File: src/design/mlse_cfg_pkg.sv
package mlse_cfg_pkg;

    // symbol alphabet. Four amplitude levels carried as a 2-bit index.
    localparam int SYM_BITS = 2;
    localparam int N_SYM    = 1 << SYM_BITS;

    // channel memory sets the trellis size.
    localparam int N_TAPS   = 2;
    localparam int N_STATES = N_SYM ** (N_TAPS - 1);

    localparam int HIST_DEPTH = 16; // survivor length, also the decision delay.

    localparam int SAMPLE_W = 12;   // signed received sample.
    localparam int TAP_W    = 8;    // signed channel tap.
    localparam int LEVEL_W  = 3;    // signed symbol level from -3 to +3.

    localparam int ENERGY_W = 24;
    localparam logic [ENERGY_W-1:0] ENERGY_MAX = '1;

    // counts accepted samples up to HIST_DEPTH.
    localparam int FILL_W = $clog2(HIST_DEPTH + 1);

endpackage

File: src/design/mlse_types_pkg.sv
package mlse_types_pkg;

    // codes 0 to 3 stand for levels -3, -1, +1 and +3.
    typedef logic [mlse_cfg_pkg::SYM_BITS-1:0] symbol_t;

    typedef logic signed [mlse_cfg_pkg::LEVEL_W-1:0]  level_t;
    typedef logic signed [mlse_cfg_pkg::SAMPLE_W-1:0] sample_t;
    typedef logic signed [mlse_cfg_pkg::TAP_W-1:0]    tap_t;
    typedef logic [mlse_cfg_pkg::ENERGY_W-1:0]        energy_t;

    // tap 0 weights the newest symbol.
    typedef tap_t [mlse_cfg_pkg::N_TAPS-1:0] chan_est_t;

    // entry 0 is the newest symbol of a survivor.
    typedef symbol_t [mlse_cfg_pkg::HIST_DEPTH-1:0] history_t;

    // survivor without its energy, carried through the path selector.
    typedef struct packed {
        history_t hist;
        symbol_t  src;
    } survivor_t;

    typedef struct packed {
        energy_t  energy;
        history_t hist;
        symbol_t  src;     // state the path came from.
    } path_t;

    typedef struct packed {
        symbol_t sym;
        energy_t energy;
    } decision_t;

    function automatic level_t sym_level(symbol_t s);
        return level_t'(2 * int'(s) - 3);
    endfunction

endpackage

File: src/design/path_select.sv
`timescale 1ns/1ps

module path_select #(
    parameter int N = 4,                 // at least two candidates.
    parameter type payload_t = logic
) (
    input  logic [N-1:0][mlse_cfg_pkg::ENERGY_W+$bits(payload_t)-1:0] cand,
    output mlse_types_pkg::energy_t                                   best_energy,
    output payload_t                                                  best_payload,
    output logic [$clog2(N)-1:0]                                      best_index
);

    localparam int IDX_W  = $clog2(N);
    localparam int LEAVES = 1 << IDX_W;

    typedef struct packed {
        mlse_types_pkg::energy_t energy;
        payload_t                payload;
    } cand_t;

    always_comb begin : l_tree
        cand_t            node     [2*LEAVES-1];
        logic [IDX_W-1:0] node_idx [2*LEAVES-1];

        // leaves sit at the tail of a heap ordered array.
        for (int k = 0; k < LEAVES; k++) begin
            if (k < N) begin
                node[LEAVES-1+k] = cand[k];
            end else begin
                node[LEAVES-1+k] = {mlse_cfg_pkg::ENERGY_MAX, {$bits(payload_t){1'b0}}};
            end
            node_idx[LEAVES-1+k] = IDX_W'(k);
        end

        // each node keeps its left child unless the right one is strictly lower.
        // the left child always covers the lower indices, so ties go to the lower index.
        for (int j = LEAVES - 2; j >= 0; j--) begin
            if (node[2*j+2].energy < node[2*j+1].energy) begin
                node[j]     = node[2*j+2];
                node_idx[j] = node_idx[2*j+2];
            end else begin
                node[j]     = node[2*j+1];
                node_idx[j] = node_idx[2*j+1];
            end
        end

        best_energy  = node[0].energy;
        best_payload = node[0].payload;
        best_index   = node_idx[0];
    end

endmodule

File: config.mk
export PLATFORM = sky130hd
export DESIGN_NAME = path_select
export DESIGN_NICKNAME = d
export VERILOG_FILES = /design/src/design/mlse_cfg_pkg.sv /design/src/design/mlse_types_pkg.sv /design/src/design/path_select.sv
export SDC_FILE = /design/constraint.sdc
export NUM_CORES = 1
export LEC_CHECK = 0
export BUFFER_PORTS_ARGS = -buffer_cell sky130_fd_sc_hd__buf_4
export CORE_ASPECT_RATIO = 0.8
export CORE_UTILIZATION = 30
export DETAILED_ROUTE_END_ITERATION = 10
export GPL_ROUTABILITY_DRIVEN = 1
export PLACE_DENSITY = 0.6
export SLEW_MARGIN = 5
export SYNTH_ARGS = -nofsm -noshare
export SYNTH_HDL_FRONTEND = slang
export SYNTH_SLANG_ARGS = --single-unit
File: constraint.sdc
create_clock -name vclk -period 6.11
set_input_delay 1.222 -clock vclk [all_inputs]
set_output_delay 1.222 -clock vclk [all_outputs]
set_load 0.02 [all_outputs]
# Word-level counts from Yosys, hierarchy flattened
# Index checks and enable logic that the tools add are counted.
[classes]
n_mux = 6
n_lt_le_gt_ge = 3
[ops]
columns = ["cell", "n"]
rows = [
  ["$mux W25", 3],
  ["$lt A24 B24 Y1", 3],
  ["$mux W1", 2],
  ["$mux W2", 1],
]
[totals]
word_cells = 9
output_inout_bits = 27
input_bits = 100
regBits = 0

# Longest topological paths before layout
# Gate-level depths: netlist of the first run.
[depth]
word_depth = 4
depth_mapped = 21
mapped_depth_nobuf = 18

# Least setup slack after synthesis of the first run
# Ideal clock, no wire load.
[synth_timing]
kind = "input to output"
startpoint = "input port cand[23] in the netlist's numbering"
endpoint = "output port best_energy[7]"
t_arrival_ns = 5.549
required_ns = 4.888
slack_ns = -0.661
cell_stages = 20
path_buffers = 3
cell_sequence = "inv_1 -> ha_1 -> a21oi_2 -> nand2_1 -> a221o_1 -> a211o_1 -> nor2_2 -> buf_4 -> mux2_2 -> inv_1 -> ha_1 -> a2111oi_0 -> o21ai_0 -> a31o_2 -> a21oi_1 -> o21a_1 -> buf_2 -> clkbuf_1 -> o22ai_1 -> nor3_1"
[synth_via]
elab_chain_len = 4
[synth_lines]
columns = ["element", "line_no", "source"]
rows = [
  ["start: declaration", "path_select.sv:7", "input logic [N-1:0][mlse_cfg_pkg::ENERGY_W+$bits(payload_t)-1:0] cand,"],
  ["$lt A24 B24 Y1", "path_select.sv:38", "if (node[2*j+2].energy < node[2*j+1].energy) begin"],
  ["$mux W25 *", "path_select.sv:38", ""],
  ["$lt A24 B24 Y1", "path_select.sv:38", ""],
  ["$mux W25 *", "path_select.sv:38", ""],
  ["end: declaration", "path_select.sv:8", "output mlse_types_pkg::energy_t best_energy,"],
]
# Every way passes the cells marked *; elsewhere a longest branch is shown, timed or not.

# Worst setup path after layout of the first run
[layout_timing]
startpoint = "input port cand[48] in the netlist's numbering"
endpoint = "output port best_energy[1]"
# Same word-level chain as after synthesis.

==> results of run 1 <==
worst max path at each step:
stage	slack (ps)	depth (start not counted)	to
6_report	-360	21	best_energy[1]
5_1_grt	-510	22	best_energy[1]
4_1_cts	-200	21	best_energy[0]
3_5_place_dp	-350	22	best_energy[1]
3_3_place_gp	-370	22	best_energy[1]
2_1_floorplan	9	20	best_energy[7]
logic make-up after synthesis:
kind of cell / Yosys count / synth area share
compound gates: 117 / 0.2396
simple gates: 111 / 0.1872
buf+inv: 94 / 0.1260
fa+ha+maj: 69 / 0.2658
mux: 51 / 0.1814
critical path: stages:
cell,delay (ps)
buf_8,100
ha_4,270
nand4_1,170
nor4_2,280
buf_4,160
o211ai_1,100
a31oi_2,280
nor2_4,110
buf_12,150
mux2_4,310
inv_2,70
ha_4,200
a2111oi_4,280
o21ai_1,140
a31o_2,270
a21oi_4,200
o21ai_4,110
buf_12,170
nor4_1,370
nor3_2,110
buf_4,170
power breakdown:
group,internal (uW),total (uW),leakage (uW),switching (uW)
Sequential,0,0,0,0
Combinational,555,1140,0.00291,583
Clock,0,0,0,0
layer usage:
layer / GRT usage / routed length, um / vias to the layer above / part of all wire
met3: 0.01136 / 599 / 13 / 0.043
met1: 0.2904 / 6174 / 1991 / 0.44
met5: 0 / 0 / - / 0
li1: - / - / 2106 / -
met4: 0.02778 / 210 / 0 / 0.015
met2: 0.4534 / 6923 / 124 / 0.50
timing repair:
action / in CTS / in global routing
buffers inserted: 9 / 7
gates cloned: 3 / 3
setup endpoints to repair: 27 / 27
pin swaps: 6 / 16
resized for setup: 84 / 70
final cells by class:
cell class | instances | area share
multi-input cells | 348 | 0.5923
repair buffers | 239 | 0.3360
inverters | 70 | 0.04368
well taps | 140 | 0.02805
Yosys cell counts, types with 6 or more instances:
cell       n
a21oi_1   20
ha_1      69
a211oi_1  31
nand3_1    6
nor4_1    22
inv_1     70
o21ai_0   15
nand4_1   11
nor3_1    26
mux2_2    49
o22ai_1   24
a21o_1     7
nor2_1    11
nand2_1   21
buf_2      6
clkbuf_1  10
metrics by stage:
| stage | setup WS (ps) | std cells | power, uW | hold WS [ps] | utilization |
|---|---|---|---|---|---|
| after global routing | -510.1 | 797 | 1211 | 3078 | 0.6002 |
| after CTS | -199.8 | 787 | 973.8 | 3011 | 0.5497 |
| final | -357.5 | 797 | 1138 | 3015 | 0.6002 |
| after global placement | -373.5 | 775 | 844.3 | 3014 | 0.4958 |
| after detailed placement | -350.3 | 775 | 852.9 | 3003 | 0.4958 |
| after floorplan | 8.987 | 442 | 492.8 | 2762 | - |
==> out/qor.txt, run 1 <==
CP Class - input port to output pin
vias in the first global route - 4383
crit path launch - cand[48]
failing checks - setup timing
class of the worst hold path - input port to output pin
Setup-failing EPs final - 27
setup tns final - -7274 ps
hpwl dp - 10560 um
syn avg cell area - 7.349 um^2
status - complete, but fails checks
Critical Path Start Type - input port
CLK BUF - 0
Yosys top cell area share - 0.2658
DP Area - 5159 um^2
Worst Path Arrival - 5250 ps
I/O pin total - 127
most frequent cells in the layout - buf_4, inv_1, ha_1
Hold Path End - best_payload
RD Place Congestion - 0.8639
filler cell count - 924
design area - 6245 um^2
Power Density - 182.2 nW/um^2
die area - 11250 um^2
fmax - 0.1546 GHz
num sequential - 0
Die Width - 118.3 um
initial core utilization - 0.3122
Avg WL per Cell - 17.45 um
core area - 10410 um^2
row count - 33
post-synthesis instance total - 442
Slew Limit Headroom - 0.7021
top cells by area, synth - ha_1, mux2_2, inv_1
Tcrit/Tclk final - 1.059
WP data required - 4890 ps
diode count - 0
DR vias - 4234
RSZ-0062 raised after global routing - true
post-cts hold buffer count - 0
hold path cells - 5
post-synth cell types - 42
Ys Warns - 0
Post-Syn Nets - 611
Final ANT Viol Nets - 0
Max VDD drop - 0.1232 mV
max-cap violations - 0
gr ovfl total - 0
Synth area leader - ha_1
Total Wirelength - 13910 um
sequential share of the synthesized area - 0
Remaining DRCs - 0
DIE HEIGHT - 95.07 um
CP max FO - 13
total global-route track usage - 0.2324
fin crit period - 6468 ps
Setup crit end kind - output pin
final hold vios - 0
share of cells above drive strength 1 - 0.6210
setup ws final - -357.5 ps
Area growth syn-to-layout - 92.26%
mapped cell area - 3248 um^2
Vias/cell - 5.312
drt pass-1 iters - 4
fin nets - 828
largest net degree at the start of global routing - 28
Register Area - 0 um^2
worst slew pin tran - 442.2 ps
DR iter-0 viols - 108
final slew viol count - 0
port bufs - 127
multi-input combinational cell area - 3699 um^2
static leakage - 0.002915 uW
commonest non-fill, non-tap cell in the layout - buf_4
hold_sp - cand[25]
first-pass GRT wire length - 21200 um
antenna violations before repair - 0
Note: power is estimated with default switching activity, not from simulation.
==> run 2, diff against run 1 <==
--- a/config.mk
+++ b/config.mk
@@ -7,10 +7,10 @@
 export LEC_CHECK = 0
 export BUFFER_PORTS_ARGS = -buffer_cell sky130_fd_sc_hd__buf_4
 export CORE_ASPECT_RATIO = 0.8
-export CORE_UTILIZATION = 30
+export CORE_UTILIZATION = 47
 export DETAILED_ROUTE_END_ITERATION = 10
 export GPL_ROUTABILITY_DRIVEN = 1
-export PLACE_DENSITY = 0.6
+export PLACE_DENSITY = 0.85
 export SLEW_MARGIN = 5
 export SYNTH_ARGS = -nofsm -noshare
 export SYNTH_HDL_FRONTEND = slang
==> out/qor.txt, run 2 <==
status - did not finish
Last stage - global routing
Log Error - [ERROR DPL-0038] Utilization greater than 100%, impossible to legalize
post-synth cell types - 42
Synth area leader - ha_1
top post-synthesis cells by count - inv_1, ha_1, mux2_2
worst_ep grt - best_energy[19]
hpwl dp - 9967 um
initial core utilization - 0.4967
mapped cell area - 3248 um^2
Post-Syn Nets - 611
post-synthesis instance total - 442
Worst EP Category - primary output
Ys Warns - 0
sequential share of the synthesized area - 0
top cells by area, synth - ha_1, mux2_2, inv_1
I/O pin total - 127
placed cells - 699
DIE HEIGHT - 76.36 um
most common cell in the netlist - inv_1
port bufs - 127
RD Place Congestion - 0.9231
row count - 26
syn avg cell area - 7.349 um^2
Die Width - 94.95 um
largest net degree at the start of global routing - 28
Yosys top cell area share - 0.2658
[run 2: cell counts after synthesis]
Identical to the previous run, type by type.
[run 2: cells by family after synthesis]
family	after synthesis	synth area share
AND/OR/NAND/NOR	111	0.1872
buffers and inverters	94	0.1260
multiplexers	51	0.1814
adder cells (fa/ha/maj)	69	0.2658
AO/OA/AOI/OAI	117	0.2396
[run 2: timing repair]
item,in CTS
hold buffers,0
resized for setup,151
pin swaps,27
gates cloned,5
setup endpoints to repair,26
setup buffers,15
hold endpoints to repair,0
[run 2: stage by stage]
stage | hold slack (ps) | worst slack [ps] | cell area [um^2] | utilization
after CTS | 3022 | -161.2 | 5972 | 0.9133
after detailed placement | 3022 | -341.7 | 4913 | 0.7514
after global placement | 3018 | -185.9 | 4913 | 0.7514
after floorplan | 2762 | 8.987 | 3451 | -
==> run 3, diff against run 2 <==
--- a/config.mk
+++ b/config.mk
@@ -6,11 +6,10 @@
 export NUM_CORES = 1
 export LEC_CHECK = 0
 export BUFFER_PORTS_ARGS = -buffer_cell sky130_fd_sc_hd__buf_4
-export CORE_ASPECT_RATIO = 0.8
-export CORE_UTILIZATION = 47
+export CORE_UTILIZATION = 40
 export DETAILED_ROUTE_END_ITERATION = 10
 export GPL_ROUTABILITY_DRIVEN = 1
-export PLACE_DENSITY = 0.85
+export PLACE_DENSITY_LB_ADDON = 0.15
 export SLEW_MARGIN = 5
 export SYNTH_ARGS = -nofsm -noshare
 export SYNTH_HDL_FRONTEND = slang
==> constraint.sdc (replaced) <==
create_clock -name vclk -period 7.94
set_input_delay 1.588 -clock vclk [all_inputs]
set_output_delay 1.588 -clock vclk [all_outputs]
set_load 0.02 [all_outputs]
==> out/qor.txt, run 3 (same netlist as run 1, synthesis figures left out) <==
antenna violations before repair - 0
internal power - 236.3 uW
switching power - 311.6 uW
Final ANT Viol Nets - 0
I/O pin total - 127
hpwl dp - 8499 um
Total Wirelength - 10460 um
Reg power frac - 0
gr ovfl total - 0
num sequential - 0
DR iter-0 viols - 184
largest net degree at the start of global routing - 29
most frequent cells in the layout - buf_4, inv_1, ha_1
Tcrit/Tclk final - 0.9648
Critical Path Start Type - input port
RSZ-0062 raised after global routing - false
post-cts hold buffer count - 0
Min Hold Slack - 3736 ps
static leakage - 0.002176 uW
WP data required - 6350 ps
initial core utilization - 0.4160
fin crit period - 7660 ps
Vias/cell - 5.750
Die Width - 92.11 um
vias in the first global route - 3600
drt pass-1 iters - 5
port bufs - 127
RD Place Congestion - 0.8884
Setup-failing EPs final - 0
final slew viol count - 0
Setup crit end kind - output pin
commonest non-fill, non-tap cell in the layout - buf_4
Avg WL per Cell - 15.75 um
status - finished clean
Slew Limit Headroom - 0.3606
Register Area - 0 um^2
first-pass GRT wire length - 16780 um
final hold vios - 0
total global-route track usage - 0.2374
Remaining DRCs - 0
row count - 32
worst slew pin tran - 959.2 ps
DR vias - 3818
power share of the combinational group - 1.000
filler cell count - 777
fmax - 0.1305 GHz
CLK BUF - 0
Power, Total - 547.8 uW
CP max FO - 17
clock share of power - 0
share of cells above drive strength 1 - 0.3719
DIE HEIGHT - 92.11 um
Worst Path Arrival - 6070 ps
Sw Share - 0.5687
Power Density - 124.9 nW/um^2
CP Class - input port to output pin
core area - 7807 um^2
diode count - 0
Area growth syn-to-layout - 35.02%
class of the worst hold path - input port to output pin
die area - 8484 um^2
Max VDD drop - 0.07734 mV
max-cap violations - 0
fin nets - 733
multi-input combinational cell area - 2877 um^2
-- run 3: metrics by stage --
| stage | cells | TNS [ps] | cell area, um^2 | utilization | setup slack (ps) |
|---|---|---|---|---|---|
| 5_1_grt | 664 | 0 | 4385 | 0.5617 | 55.59 |
| 4_1_cts | 658 | 0 | 4314 | 0.5526 | 227.0 |
| 3_3_place_gp | 658 | 0 | 4309 | 0.5519 | 116.7 |
| 2_1_floorplan | 442 | 0 | 3248 | - | 436.7 |
| 6_report | 664 | 0 | 4385 | 0.5617 | 279.8 |
| 3_5_place_dp | 658 | -2.186 | 4309 | 0.5519 | -2.186 |
-- run 3: layer usage --
| layer | part of all wire | GRT usage | up-vias |
|---|---|---|---|
| li1 | - | - | 1916 |
| met1 | 0.43 | 0.3018 | 1739 |
| met2 | 0.50 | 0.4353 | 145 |
| met3 | 0.051 | 0.009950 | 18 |
| met4 | 0.022 | 0.05859 | 0 |
| met5 | 0 | 0 | - |
-- run 3: what timing repair did --
item,CTS,global route
setup buffers,0,6
resized for setup,1,3
pin swaps,0,1
setup endpoints to repair,1,26
-- run 3: final timing paths --
check                 depth (start not counted)               to  startpoint
worst max-delay path                         23  best_energy[19]    cand[23]
worst min-delay path                          6   best_energy[0]    cand[26]
-- run 3: power by group through the flow --
stage	clock, uW	sequential (uW)	combinational (uW)
final	0	0	548
after global routing	0	0	596
after CTS	0	0	535
after floorplan	0	0	347
after detailed placement	0	0	532
after global placement	0	0	527
-- run 3: cell type report --
| type | count | share of cell area |
|---|---|---|
| multi-input combinational | 348 | 0.6559 |
| timing repair buffer | 144 | 0.2551 |
| inverter | 70 | 0.05991 |
| tap | 102 | 0.02910 |
-- run 3: critical path: stages --
cell and delay, ps:
buf_4 80, inv_1 30, ha_1 320, nand4_1 130
buf_4 160, nor4_2 380, o211ai_1 170, a31oi_2 280
nor2_4 110, buf_12 160, buf_4 160, mux2_2 310
inv_1 60, ha_1 230, a21o_1 160, a21o_1 180
a21oi_1 200, nand2_1 130, a21oi_4 300, buf_4 300
a211oi_1 100, nor3_1 300, buf_4 200
