[src/design/mlse_cfg_pkg.sv]
package mlse_cfg_pkg;

    // symbol alphabet. Four amplitude levels carried as a 2-bit index.
    localparam int SYM_BITS = 2;
    localparam int N_SYM    = 1 << SYM_BITS;

    // channel memory sets the trellis size.
    localparam int N_TAPS   = 2;
    localparam int N_STATES = N_SYM ** (N_TAPS - 1);

    localparam int HIST_DEPTH = 16; // survivor length, also the decision delay.

    localparam int SAMPLE_W = 12;   // signed received sample.
    localparam int TAP_W    = 8;    // signed channel tap.
    localparam int LEVEL_W  = 3;    // signed symbol level from -3 to +3.

    localparam int ENERGY_W = 24;
    localparam logic [ENERGY_W-1:0] ENERGY_MAX = '1;

    // counts accepted samples up to HIST_DEPTH.
    localparam int FILL_W = $clog2(HIST_DEPTH + 1);

endpackage

[src/design/mlse_types_pkg.sv]
package mlse_types_pkg;

    // codes 0 to 3 stand for levels -3, -1, +1 and +3.
    typedef logic [mlse_cfg_pkg::SYM_BITS-1:0] symbol_t;

    typedef logic signed [mlse_cfg_pkg::LEVEL_W-1:0]  level_t;
    typedef logic signed [mlse_cfg_pkg::SAMPLE_W-1:0] sample_t;
    typedef logic signed [mlse_cfg_pkg::TAP_W-1:0]    tap_t;
    typedef logic [mlse_cfg_pkg::ENERGY_W-1:0]        energy_t;

    // tap 0 weights the newest symbol.
    typedef tap_t [mlse_cfg_pkg::N_TAPS-1:0] chan_est_t;

    // entry 0 is the newest symbol of a survivor.
    typedef symbol_t [mlse_cfg_pkg::HIST_DEPTH-1:0] history_t;

    // survivor without its energy, carried through the path selector.
    typedef struct packed {
        history_t hist;
        symbol_t  src;
    } survivor_t;

    typedef struct packed {
        energy_t  energy;
        history_t hist;
        symbol_t  src;     // state the path came from.
    } path_t;

    typedef struct packed {
        symbol_t sym;
        energy_t energy;
    } decision_t;

    function automatic level_t sym_level(symbol_t s);
        return level_t'(2 * int'(s) - 3);
    endfunction

endpackage

[src/design/path_select.sv]
`timescale 1ns/1ps

module path_select #(
    parameter int N = 4,                 // at least two candidates.
    parameter type payload_t = logic
) (
    input  logic [N-1:0][mlse_cfg_pkg::ENERGY_W+$bits(payload_t)-1:0] cand,
    output mlse_types_pkg::energy_t                                   best_energy,
    output payload_t                                                  best_payload,
    output logic [$clog2(N)-1:0]                                      best_index
);

    localparam int IDX_W  = $clog2(N);
    localparam int LEAVES = 1 << IDX_W;

    typedef struct packed {
        mlse_types_pkg::energy_t energy;
        payload_t                payload;
    } cand_t;

    always_comb begin : l_tree
        cand_t            node     [2*LEAVES-1];
        logic [IDX_W-1:0] node_idx [2*LEAVES-1];

        // leaves sit at the tail of a heap ordered array.
        for (int k = 0; k < LEAVES; k++) begin
            if (k < N) begin
                node[LEAVES-1+k] = cand[k];
            end else begin
                node[LEAVES-1+k] = {mlse_cfg_pkg::ENERGY_MAX, {$bits(payload_t){1'b0}}};
            end
            node_idx[LEAVES-1+k] = IDX_W'(k);
        end

        // each node keeps its left child unless the right one is strictly lower.
        // the left child always covers the lower indices, so ties go to the lower index.
        for (int j = LEAVES - 2; j >= 0; j--) begin
            if (node[2*j+2].energy < node[2*j+1].energy) begin
                node[j]     = node[2*j+2];
                node_idx[j] = node_idx[2*j+2];
            end else begin
                node[j]     = node[2*j+1];
                node_idx[j] = node_idx[2*j+1];
            end
        end

        best_energy  = node[0].energy;
        best_payload = node[0].payload;
        best_index   = node_idx[0];
    end

endmodule

[src/design/trellis_state.sv]
`timescale 1ns/1ps

module trellis_state #(
    parameter int STATE_INDEX = 0
) (
    input  logic                                              clk,
    input  logic                                              rst_n,
    input  logic                                              sample_valid,
    input  logic                                              restart,
    input  mlse_types_pkg::path_t [mlse_cfg_pkg::N_STATES-1:0] cand,
    input  mlse_types_pkg::energy_t                           norm_energy,
    output mlse_types_pkg::path_t                             state_path
);

    // only state 0 is a plausible start. The others begin at the ceiling.
    localparam mlse_types_pkg::energy_t INIT_ENERGY =
        (STATE_INDEX == 0) ? mlse_types_pkg::energy_t'(0) : mlse_cfg_pkg::ENERGY_MAX;

    localparam mlse_types_pkg::path_t INIT_PATH = '{
        energy: INIT_ENERGY,
        hist:   '0,
        src:    '0
    };

    mlse_types_pkg::energy_t   win_energy;
    mlse_types_pkg::survivor_t win_surv;
    mlse_types_pkg::energy_t   norm_next;
    mlse_types_pkg::path_t     path_q;

    path_select #(
        .N         (mlse_cfg_pkg::N_STATES),
        .payload_t (mlse_types_pkg::survivor_t)
    ) u_acs_select (
        .cand         (cand),
        .best_energy  (win_energy),
        .best_payload (win_surv),
        .best_index   ()
    );

    // norm_energy is the lowest energy of the previous step, so every winner sits at or above it.
    assign norm_next = win_energy - norm_energy;

    always_ff @(posedge clk or negedge rst_n) begin
        if (!rst_n) begin
            path_q <= INIT_PATH;
        end else if (restart) begin
            path_q <= INIT_PATH; // new channel, new trellis.
        end else if (sample_valid) begin
            path_q.energy <= norm_next;
            path_q.hist   <= win_surv.hist;
            path_q.src    <= win_surv.src;
        end
    end

    assign state_path = path_q;

endmodule

[config.mk]
export PLATFORM = sky130hd
export DESIGN_NAME = trellis_state
export DESIGN_NICKNAME = d
export VERILOG_FILES = /design/src/design/mlse_cfg_pkg.sv /design/src/design/mlse_types_pkg.sv /design/src/design/path_select.sv /design/src/design/trellis_state.sv
export SDC_FILE = /design/constraint.sdc
export NUM_CORES = 1
export LEC_CHECK = 0
export CORE_ASPECT_RATIO = 1.5
export CORE_MARGIN = 2
export CORE_UTILIZATION = 45
export CTS_BUF_LIST = sky130_fd_sc_hd__clkbuf_4 sky130_fd_sc_hd__clkbuf_8
export DETAILED_ROUTE_END_ITERATION = 12
export DONT_BUFFER_PORTS = 1
export PLACE_DENSITY = 0.65
export SETUP_SLACK_MARGIN = 0.1
export SLEW_MARGIN = 15
export SYNTH_ARGS = -nofsm -noshare
export SYNTH_HDL_FRONTEND = slang
export SYNTH_SLANG_ARGS = --single-unit
export TNS_END_PERCENT = 1
[constraint.sdc]
create_clock -name clk -period 1.26 [get_ports clk]
set_input_delay 0.378 -clock clk [delete_from_list [all_inputs] [get_ports clk]]
set_output_delay 0.378 -clock clk [all_outputs]
set_load 0.02 [all_outputs]
**Word level (Yosys, flattened, before mapping)**

Index checks and enable logic that the tools add are counted.

- Reductions and logical operators: 1
- Muxes and demuxes: 5
- Magnitude comparators: 3
- $add $sub $neg: 1

Operator list:

| kind | count |
|---|---|
| $mux 58 | 5 |
| $lt 24x24->1 | 3 |
| $sub 24x24->24 | 1 |
| $reduce_bool 2->1 | 1 |

- Logic and storage cells: 28
- Register bits after elaboration: 58
- Bits of input ports: 260

**Longest topological paths before layout**

Gate-level depths: netlist of run 1.

- Depth in word-level cells: 7
- Depth in mapped cells: 35
- Gate-level depth less buffers: 30

**Modules after synthesis**

A second synthesis of run 1 with hierarchy kept.

- Cell total of the unflattened synthesis: 847
- Area total of the unflattened synthesis: 7374.6 um^2

By module, submodules not included:

| module | area an instance (um^2) | instances | cells an instance | seq. area each (um^2) |
|---|---|---|---|---|
| trellis_state | 3743.6 | 1 | 402 | 1451.4 |
| path_select | 3631.0 | 1 | 445 | 0.0 |

**Worst setup path before layout of run 1**

No wires, ideal clock.

- Kind: in2reg
- From: in cand[159] (netlist bit)
- To: reg path_q, in the netlist state_path[54]
- Slack: -5665 ps
- Buffers on the path: 5
- Data required time: 1139 ps
- Arrival: 6804 ps
- Cell stages on the path: 33
- Cell sequence: inv_1 > ha_1 > a21o_1 > a211o_1 > o2111a_1 > o31ai_2 > and2_1 > buf_6 > clkbuf_1 > clkbuf_1 > nand2_1 > o21ai_0 > ha_1 > a21o_1 > a21o_1 > a21oi_1 > nor2_1 > a2111oi_0 > o211ai_1 > or2_1 > buf_6 > buf_2 > o21a_1 > ha_1 > nor2b_1 > o21ai_0 > a21boi_0 > o211ai_1 > a21o_1 > a211oi_1 > a2111oi_0 > xnor2_1 > a22o_1

- Cells in the longest elaborated chain, start to end: 7

RTL lines:

| element | RTL line | source |
|---|---|---|
| from (decl) | trellis_state.sv:10 | `input mlse_types_pkg::path_t [mlse_cfg_pkg::N_STATES-1:0] cand,` |
| $lt 24x24->1 | path_select.sv:38 | `if (node[2*j+2].energy < node[2*j+1].energy) begin` |
| $mux 58 * | path_select.sv:38 |  |
| $lt 24x24->1 | path_select.sv:38 |  |
| $mux 58 * | path_select.sv:38 |  |
| $sub 24x24->24 * | trellis_state.sv:41 | `assign norm_next = win_energy - norm_energy;` |
| $mux 58 * | trellis_state.sv:48 | `end else if (sample_valid) begin` |
| $mux 58 * | trellis_state.sv:46 | `end else if (restart) begin` |
| to (decl) | trellis_state.sv:28 | `mlse_types_pkg::path_t path_q;` |

Every way passes the cells marked *; elsewhere a longest branch is shown, timed or not. The select of a mux whose other input is x is not followed.
A chain may end at the register's enable or synchronous reset.

**Worst setup path in the final report of run 1**

- From: in cand[166] (netlist bit)
- To: reg path_q, in the netlist state_path[50]

The elaborated chain is that of the path after synthesis.

==> key figures, run 1 <==
Synth
  – Synth cell types: 57
  – Async SR Flop Fraction: 100%
  – Most common cell in the netlist: nand2_1
  – Post-synth top area share: 20.5%
  – Yosys warnings: 0
  – Area leader, netlist: dfrtp_1
  – Most used DFF post-synth: dfrtp_1
  – Post-synth EDFFs: 0
  – Area contributors post-synth: dfrtp_1, ha_1, a21oi_1, nand2_1, mux2i_1
  – Most instantiated cells after synthesis: nand2_1, a21oi_1, ha_1, inv_1, o21ai_0
  – Post-Syn Area: 7080 µm²
  – Cells after Synth: 916
  – Sequential-to-total area share from yosys stat: 20.5%
  – Syn_area_per_cell: 7.73 µm²
  – Syn_nets: 1,269
  – Synth Register Bits: 58

Pwr
  – Clock power share: 15.3%
  – Max IR drop VDD: 847 µV
  – Sw Share: 41.3%
  – P_int: 7330 µW
  – Combinational power share: 61.0%
  – Leakage: 0.00454 µW
  – NetSw: 5160 µW
  – Reg power frac: 23.7%
  – Pwr dens: 1320 nW/µm²

Critical path
  – Reg2reg path depth: 2
  – Crit Path Category: primary input to flip-flop
  – Top fanout value on the critical path: 6
  – Reg2reg setup slack: 0.35 ns
  – Arr. time, crit path: 6.28 ns
  – Max incr delay on CP: 0.40 ns
  – Slowest-stage cell, CP: a2111o_1
  – Worst path required time: 1.52 ns
  – Crit end category: flip-flop
  – Setup crit start kind: primary input

Detailed routing
  – DR WL/cell: 18.3 µm
  – Drt total wl: 23,400 µm
  – 1st-iter DRT viols: 321
  – First-pass DRT Iterations: 5
  – DRC: 0
  – DRT antenna net count: 0
  – Routed vias/inst: 5.77
  – Vias: 7,397

Layout
  – FF+latch area: 1460 µm²
  – Number of flip-flops in the largest register: 58
  – Fill cells: 1,425
  – Layout area overhead: 33.2%
  – NumNets Final: 1,426
  – Multi-input gate area: 5620 µm²
  – Share of layout cells above drive strength 1: 31.5%
  – Finished Cell Area: 9440 µm²

GRT
  – Initial antenna violation count: 1
  – GRT Overall Usage: 26.4%
  – GRT busiest layer: met2
  – Grt ovf: 0
  – M1 GR Usage: 27.8%
  – GR Util met3: 4.90%
  – Vias in the first global route: 7,307
  – First-pass GRT wire length: 35,400 µm
  – Global routing usage on met2: 50.3%
  – Largest net degree at the start of global routing: 60

STA
  – Fmax: 166 MHz
  – Fin crit period: 6.01 ns
  – Slew HR: 57.6%
  – Max Slew Vio Count: 0
  – Slew @ Worst Pin: 0.636 ns
  – Unrepaired setup endpoints after global routing: yes
  – Setup WS post-layout: -4.75 ns
  – Count of endpoints failing setup in the final report: 58
  – Final Hold Viols: 58
  – Fin Hold WS: -0.264 ns
  – Fin crit share: 477%
  – Setup Skew: 0 ns

Placement
  – Placed cell area: 8530 µm²
  – Gpl congestion: 0.882
  – IO buf count: 0
  – Worst slack, placed: -5.82 ns
  – Final HPWL DP: 18,100 µm

Clocking
  – CTS tree: built
  – Clk_lat worst skew: 0.33 ns
  – CTS Root Cell: clkbuf_8
  – Clock transition at path regs: 0.07 ns
  – Clock Tree Buf Depth: 2
  – CTS Sinks: 58
  – CTS Buf Count: 9
  – CTS H-Tree Depth: 3

Worst hold path
  – Hold Crit Class: primary input to asynchronous set/reset pin

Floorplan
  – Die height: 158 µm
  – Die width: 106 µm
  – Core Rows: 56
  – Die area: 16,800 µm²
  – Core Box Area: 15,600 µm²
  – Starting Density: 45.5%
  – IO Pins: 318

Run
  – Max Cap Violations: 0

Run status
  – Failing checks: hold timing, setup timing
  – Status: finished, violations left
layout make-up:
| class | instances | share of cell area (%) |
|---|---|---|
| timing repair buffer | 194 | 16.7 |
| clock buffer | 11 | 1.54 |
| sequential | 58 | 15.4 |
| clock inverter | 5 | 0.822 |
| multi-input combinational | 730 | 59.5 |
| tap | 203 | 2.69 |
| inverter | 80 | 3.26 |
| antenna | 1 | 0.0265 |
cell families after synthesis:
kind of cell / after synthesis / share of synthesized area [%]
and+or+nand+nor: 235 / 14.6
adders and majority gates: 93 / 16.5
xor gates and xnor gates: 9 / 1.11
muxes: 73 / 10.9
buffers and inverters: 129 / 7.56
DFF: 58 / 20.5
AOI/OAI and AO/OA: 319 / 28.8
worst max-delay path, delay by kind of cell:
kind	cells	cell delay, ns
fa+ha+maj	4	1.17
compound gates	13	2.62
simple gates	10	1.78
buf+inv	3	0.32
worst paths after layout:
kind	from	end
setup / recovery	cand[166]	state_path[50]$_DFFE_PN0P_
hold / removal	rst_n	state_path[4]$_DFFE_PN0P_
setup reg to reg	state_path[50]$_DFFE_PN0P_	state_path[50]$_DFFE_PN0P_
hold reg to reg	state_path[34]$_DFFE_PN0P_	state_path[34]$_DFFE_PN0P_
max in group asynchronous	rst_n	state_path[57]$_DFFE_PN0P_
min in group clk	restart	state_path[51]$_DFFE_PN0P_
routing by layer:
layer | routed length (µm) | vias up | share of wire, %
met2 | 12400 | 250 | 53
met1 | 8680 | 3474 | 37
met5 | 0 | - | 0
met3 | 1410 | 47 | 6.0
met4 | 874 | 0 | 3.7
li1 | - | 3626 | -
power groups by stage:
stage | sequential [µW] | combinational (µW) | clock [µW]
3_3_place_gp | 3000 | 6540 | 0
4_1_cts | 2970 | 7130 | 1960
5_1_grt | 3000 | 8400 | 2040
6_report | 2960 | 7620 | 1900
2_1_floorplan | 2850 | 4450 | 0
3_5_place_dp | 3000 | 6620 | 0
timing repair:
action	4_1_cts	5_1_grt
endpoints found under the hold margin	58	58
endpoints found under the setup margin	116	116
gates cloned	1	1
pin swaps	47	51
resized for setup	76	48
buffers inserted	10	11
stage by stage:
| step | instances | utilization, % | power, µW | setup TNS, ns |
|---|---|---|---|---|
| global placement | 1242 | 54.8 | 9540 | -259.16 |
| floorplan | 916 | - | 7290 | -213.05 |
| CTS | 1269 | 58.5 | 12100 | -200.36 |
| global route | 1282 | 60.7 | 13400 | -215.89 |
| detailed placement | 1242 | 54.8 | 9610 | -264.68 |
| finish | 1282 | 60.7 | 12500 | -205.62 |
layout by cell type, fill, tap and decap left out, drive strengths merged, types with 4 or more instances in the layout:
| cell type | n |
|---|---|
| a31oi | 4 |
| a211o | 4 |
| o211ai | 42 |
| clkbuf | 12 |
| a21boi | 4 |
| o31ai | 5 |
| nor2b | 6 |
| nor2 | 60 |
| a21oi | 94 |
| nor3 | 12 |
| o21ai | 76 |
| mux2 | 34 |
| a21o | 17 |
| buf | 193 |
| inv | 80 |
| xnor2 | 8 |
| nand4 | 13 |
| nand2b | 5 |
| ha | 92 |
| mux2i | 39 |
| dfrtp | 58 |
| nand3 | 8 |
| o21a | 33 |
| or3 | 5 |
| a211oi | 13 |
| nand2 | 109 |
| and3 | 7 |
(Power assumes the default switching activity.)
==> run 2: changes to the inputs <==
BUFFER_PORTS_ARGS = -buffer_cell sky130_fd_sc_hd__buf_2   (was not set)
DONT_BUFFER_PORTS = not set   (was 1)
PLACE_DENSITY = 0.82   (was 0.65)
==> run 2 against run 1 <==
  * The run ends with setup timing left
  * Hold slack better by 0.31 ns
  * Combinational power is 26% higher
  * Final area is 19% higher
  * Die area stayed put
  * Sequential power is 17% lower
  * Setup slack worse by 0.13 ns
  * Wire length is 18% higher
  * Sequential share of layout area is 2.6 points lower
  * Register-to-register slack better by 0.09 ns
  * Critical path type unchanged
  * Critical endpoint is now state_path[57]$_DFFE_PN0P_
==> key figures, run 2 (synthesis gave the netlist of run 1 again) <==
Detailed routing
  – First-pass DRT Iterations: 7 (+2)
  – Drt total wl: 27,600 µm (+18%)
  – Routed vias/inst: 5.61 (-2.8%)
  – DRC: 0 (unchanged)
  – DRT antenna net count: 0 (unchanged)
  – 1st-iter DRT viols: 424 (+32%)
  – Vias: 9,016 (+22%)
  – DR WL/cell: 17.2 µm (-6.1%)

Pwr
  – Max IR drop VDD: 743 µV (-12%)
  – Sw Share: 42.0% (+0.73 points)
  – Clock power share: 12.9% (-2.4 points)
  – Pwr dens: 1230 nW/µm² (-7.2%)
  – Combinational power share: 69.4% (+8.4 points)
  – Leakage: 0.00594 µW (+31%)
  – Total power: 13,800 µW (+11%)
  – NetSw: 5820 µW (+13%)
  – Reg power frac: 17.7% (-6.0 points)
  – P_int: 8020 µW (+9.5%)

GRT
  – Initial antenna violation count: 0 (-1)
  – GRT Overall Usage: 31.3% (+4.9 points)
  – Grt ovf: 0 (unchanged)
  – Largest net degree at the start of global routing: 59 (-1.7%)
  – First-pass GRT wire length: 42,100 µm (+19%)
  – Vias in the first global route: 9,174 (+26%)

STA
  – Fin Hold WS: 0.0413 ns (+0.305 ns)
  – Setup WS post-layout: -4.89 ns (-0.131 ns)
  – Slew HR: 68.3% (+11 points)
  – Setup TNS: -215.79 ns (-10.17 ns)
  – Final Hold Viols: 0 (-100%)
  – Slew @ Worst Pin: 0.472 ns (-0.164 ns)
  – Setup Skew: 0 ns (unchanged)
  – Count of endpoints failing setup in the final report: 66 (+14%)
  – Fin crit period: 6.15 ns (+0.131 ns)
  – Fin crit share: 488% (+10 points)
  – Max Slew Vio Count: 0 (unchanged)
  – Unrepaired setup endpoints after global routing: yes
  – Fmax: 163 MHz (-2.1%)

Layout
  – Number of flip-flops in the largest register: 58 (unchanged)
  – Ant diodes: 0 (-1)
  – Share of layout cells above drive strength 1: 47.5% (+16 points)
  – Fill cells: 1,168 (-18%)
  – Commonest non-fill, non-tap cell in the layout: buf_2
  – Final Instance Count excl. Fillers: 1,608 (+25%)
  – Most frequent cells in the layout: buf_2, buf_4, nand2_1
  – NumNets Final: 1,754 (+23%)
  – Layout area overhead: 59.1%
  – Finished Cell Area: 11,300 µm² (+19%)

Placement
  – Gpl congestion: 0.953 (+8.0%)
  – Placed Instances: 1,572 (+27%)
  – Final HPWL DP: 21,000 µm (+16%)
  – Placed cell area: 10,200 µm² (+20%)
  – IO buf count: 317 (+317)

Clocking
  – Clock Tree Buf Depth: 2 (unchanged)
  – Clock transition at path regs: 0.07 ns (about the same)
  – Clk_lat worst skew: 0.33 ns (about the same)
  – CTS Root Cell: clkbuf_8
  – Hold-fix buffers at CTS: 0
  – CTS H-Tree Depth: 3 (unchanged)
  – CTS Buf Count: 9 (unchanged)
  – CTS Sinks: 58 (unchanged)
  – CTS tree: built

Run
  – Max Cap Violations: 0 (unchanged)

Critical path
  – Crit Path Category: primary input to flip-flop
  – Top fanout value on the critical path: 18 (+12)
  – Worst path required time: 1.50 ns (-0.02 ns)
  – Setup crit start kind: primary input
  – Arr. time, crit path: 6.39 ns (+0.11 ns)
  – Max incr delay on CP: 0.34 ns (-0.06 ns)
  – Crit end category: flip-flop
  – Crit path depth: 31 (+3.3%)
  – Crit path buf inv count: 8 (+5)
  – Slowest-stage cell, CP: a221o_1
  – Reg2reg path depth: 2 (unchanged)
  – Delay-heaviest family, CP: compound AO/OA/AOI/OAI gates
  – Critical path's most frequent cell: buf_4

Worst hold path
  – Hold Crit Class: primary input to asynchronous set/reset pin

Floorplan
  – Starting Density: 45.5% (unchanged)
  – Core Box Area: 15,600 µm² (unchanged)
  – Die height: 158 µm (unchanged)
  – Die area: 16,800 µm² (unchanged)
  – Core Rows: 56 (unchanged)
  – Die width: 106 µm (unchanged)
  – IO Pins: 318 (unchanged)

Run status
  – Failing checks: setup timing
  – Status: finished, violations left
run 2: cell types whose count changed in the layout (fill, tap and decap cells not counted), moves of 6 or more:
cell	change
buf_2	+288
buf_4	+10
buf_6	+32
o21ai_1	-6
o21ai_0	+6
run 2: worst register-to-register path, cell delays in order, from the launching register on:
cell	delay [ns]
dfrtp_1	0.39
a21o_1	0.17
nor2b_2	0.14
run 2: repair_timing:
action,CTS,global route
setup buffers,16,4
gates resized for setup,127,52
pin swaps,57,20
gates cloned,1,0
endpoints found under the setup margin,116,116
run 2: power groups by stage:
stage,clock network (µW),registers (µW),logic [µW]
floorplan,0,2850,4450
global placement,0,2410,7880
detailed placement,0,2430,8120
CTS,1840,2440,9000
global route,1910,2490,10400
finish,1780,2450,9610
run 2: stage by stage:
stage / worst slack, ns / util (%)
detailed placement: -5.76 / 65.8
floorplan: -5.11 / -
global placement: -5.61 / 65.8
CTS: -4.58 / 70.9
global route: -5.01 / 72.5
finish: -4.89 / 72.5
run 2: path summary, 6_finish.rpt:
path	slack [ns]	startpoint	endpoint
min in group clk	0.48	cand[116]	state_path[0]$_DFFE_PN0P_
min	0.04	rst_n	state_path[28]$_DFFE_PN0P_
min reg2reg	0.53	state_path[54]$_DFFE_PN0P_	state_path[54]$_DFFE_PN0P_
max	-4.89	cand[159]	state_path[57]$_DFFE_PN0P_
max reg2reg	0.44	state_path[37]$_DFFE_PN0P_	state_path[37]$_DFFE_PN0P_
max in group asynchronous	0.96	rst_n	state_path[10]$_DFFE_PN0P_
run 2: cell type report:
type / instances / area [µm²] / share of cell area (%)
inverter: 80 / 310 / 2.75
tap: 203 / 254 / 2.25
multi-input combinational: 729 / 5620 / 49.8
clock buffer: 13 / 173 / 1.53
clock inverter: 2 / 35.0 / 0.311
sequential: 58 / 1450 / 12.9
timing repair buffer: 523 / 3430 / 30.4
run 2: metal layers:
| metal | track usage (%) | up-vias | part of all wire, % |
|---|---|---|---|
| met5 | 0 | - | 0 |
| met4 | 19.9 | 0 | 6.8 |
| met3 | 5.76 | 129 | 6.3 |
| met2 | 59.9 | 407 | 53 |
| met1 | 30.5 | 4190 | 34 |
| li1 | - | 4290 | - |
==> run 3: changes to the inputs <==
REMOVE_ABC_BUFFERS = 1   (was not set)
SETUP_SLACK_MARGIN = not set   (was 0.1)
==> run 3 against run 2 <==
  * The flow still finishes with violations (setup timing)
  * Utilization up 3.9 points
  * Register-to-register slack about the same
  * Flip-flop and latch count unchanged
  * Final cell count up 1.6%
  * Critical path type unchanged
  * Largest cell class unchanged
  * Highest routed layer unchanged
==> key figures, run 3 (synthesis gave the netlist of run 1 again) <==
Run status
  – Status: finished, violations left
  – Failing checks: setup timing

GRT
  – GRT Overall Usage: 32.8% (+1.5 points)
  – Grt ovf: 0 (unchanged)
  – Vias in the first global route: 9,560 (+4.2%)
  – Initial antenna violation count: 1 (+1)
  – Largest net degree at the start of global routing: 37 (-37%)
  – First-pass GRT wire length: 44,300 µm (+5.1%)

Critical path
  – Arr. time, crit path: 6.90 ns (+0.51 ns)
  – Crit Path Category: primary input to flip-flop
  – Critical path's most frequent cell: buf_4
  – Max incr delay on CP: 0.73 ns (+0.39 ns)
  – Worst path required time: 1.47 ns (-0.03 ns)
  – Slowest-stage cell, CP: o31ai_1
  – Top fanout value on the critical path: 6 (-12)
  – Setup crit start kind: primary input
  – Crit end category: flip-flop

Clocking
  – CTS tree: built
  – Clock transition at path regs: 0.06 ns (about the same)
  – Clock Tree Buf Depth: 2 (unchanged)
  – CTS Root Cell: clkbuf_8
  – CTS H-Tree Depth: 3 (unchanged)
  – Clk_lat worst skew: 0.33 ns (about the same)
  – CTS Buf Count: 9 (unchanged)
  – CTS Sinks: 58 (unchanged)

STA
  – Setup WS post-layout: -5.43 ns (-0.545 ns)
  – Setup TNS: -246.33 ns (-30.53 ns)
  – Slew @ Worst Pin: 0.907 ns (+0.435 ns)
  – Max Slew Vio Count: 0 (unchanged)
  – Setup Skew: 0 ns (unchanged)
  – Count of endpoints failing setup in the final report: 66 (unchanged)
  – Fin crit period: 6.69 ns (+0.545 ns)
  – Unrepaired setup endpoints after global routing: yes
  – Slew HR: 39.0% (-29 points)
  – Fmax: 149 MHz (-8.1%)
  – Final Hold Viols: 0 (unchanged)
  – Fin crit share: 531% (+43 points)

Pwr
  – Pwr dens: 1230 nW/µm² (+0.17%)
  – Sw Share: 42.6% (+0.58 points)
  – Max IR drop VDD: 727 µV (-2.2%)
  – Leakage: 0.00613 µW (+3.2%)
  – Clock power share: 12.1% (-0.8 points)
  – Total power: 14,600 µW (+5.6%)
  – Reg power frac: 16.8% (-0.9 points)
  – Combinational power share: 71.2% (+1.8 points)
  – NetSw: 6230 µW (+7.1%)
  – P_int: 8390 µW (+4.6%)

Detailed routing
  – First-pass DRT Iterations: 6 (-1)
  – DRT antenna net count: 0 (unchanged)
  – 1st-iter DRT viols: 764 (+80%)
  – Routed vias/inst: 5.90 (+5.3%)
  – Vias: 9,645 (+7.0%)
  – DRC: 0 (unchanged)
  – DR WL/cell: 19.7 µm (+15%)
  – Drt total wl: 32,200 µm (+17%)

Placement
  – Gpl congestion: 0.955 (+0.12%)
  – Final HPWL DP: 20,700 µm (-1.4%)
  – Placed Instances: 1,567 (-0.32%)
  – IO buf count: 317 (unchanged)

Floorplan
  – Die height: 158 µm (unchanged)
  – Starting Density: 45.5% (unchanged)
  – Die area: 16,800 µm² (unchanged)
  – IO Pins: 318 (unchanged)
  – Core Rows: 56 (unchanged)
  – Die width: 106 µm (unchanged)
  – Core Box Area: 15,600 µm² (unchanged)

Layout
  – FF+latch area: 1450 µm² (unchanged)
  – Layout area overhead: 67.8%
  – Final Instance Count excl. Fillers: 1,634 (+1.6%)
  – Share of layout cells above drive strength 1: 51.4% (+3.9 points)
  – Number of flip-flops in the largest register: 58 (unchanged)
  – Commonest non-fill, non-tap cell in the layout: buf_2
  – Fill cells: 991 (-15%)
  – NumNets Final: 1,779 (+1.4%)
  – Most frequent cells in the layout: buf_2, buf_4, nand2_1
  – Multi-input gate area: 5910 µm² (+5.2%)

Worst hold path
  – Hold Crit Class: primary input to flip-flop

Run
  – Max Cap Violations: 0 (unchanged)
[run 3: path summary, 6_finish.rpt]
path                                       startpoint                          to  slack [ns]  cells after the start
hold reg to reg            state_path[34]$_DFFE_PN0P_  state_path[34]$_DFFE_PN0P_        0.53                      2
setup / recovery                             cand[36]  state_path[55]$_DFFE_PN0P_       -5.43                     34
hold / removal                                restart  state_path[20]$_DFFE_PN0P_        0.46                      3
min in group asynchronous                       rst_n  state_path[25]$_DFFE_PN0P_        0.59                      3
max in group asynchronous                       rst_n  state_path[21]$_DFFE_PN0P_        0.31                      3
setup reg to reg           state_path[48]$_DFFE_PN0P_  state_path[48]$_DFFE_PN0P_        0.44                      3
[run 3: timing repair]
item	CTS	global route
setup buffers	30	19
hold buffers	1	0
endpoints found under the setup margin	115	116
pin swaps	84	57
gates resized for setup	194	97
endpoints found under the hold margin	30	0
gates cloned	2	0
[run 3: power groups by stage]
stage / Sequential [µW] / Combinational, µW / Clock (µW)
finish: 2450 / 10400 / 1760
global route: 2490 / 11100 / 1880
CTS: 2440 / 9180 / 1810
detailed placement: 2440 / 7940 / 0
global placement: 2420 / 7770 / 0
floorplan: 2850 / 4120 / 0
[run 3: area by class of cell]
cell class / instances / area share [%]
antenna: 1 / 0.0211
tap: 203 / 2.14
clock inverter: 2 / 0.295
sequential: 58 / 12.2
timing repair buffer: 548 / 31.6
clock buffer: 13 / 1.45
multi-input combinational: 729 / 49.7
inverter: 80 / 2.59
[run 3: per-stage QoR]
| step | instance area [µm²] | hold WS [ns] | util (%) | setup slack, ns |
|---|---|---|---|---|
| final | 11900 | 0.462 | 76.4 | -5.43 |
| after global routing | 11900 | 0.477 | 76.4 | -5.56 |
| after CTS | 11400 | 0.448 | 73.0 | -4.68 |
| after detailed placement | 10100 | 0.354 | 64.8 | -5.85 |
| after global placement | 10100 | 0.349 | 64.8 | -5.67 |
| after floorplan | 6850 | 0.0824 | - | -10.08 |
[run 3: metal layers]
metal  global-route usage (%)  vias to the layer above  share of wire [%]
met5                        0                        -                  0
met4                     21.5                        0                7.5
met3                     6.05                      211                8.5
met2                     61.6                      643                 51
met1                     32.5                     4454                 33
li1                         -                     4337                  -
[run 3: critical path, delay by kind of cell]
kind,cells,cell delay (ns)
compound gates,17,3.61
simple gates,7,1.19
fa+ha+maj,3,0.67
buf+inv,7,1.04
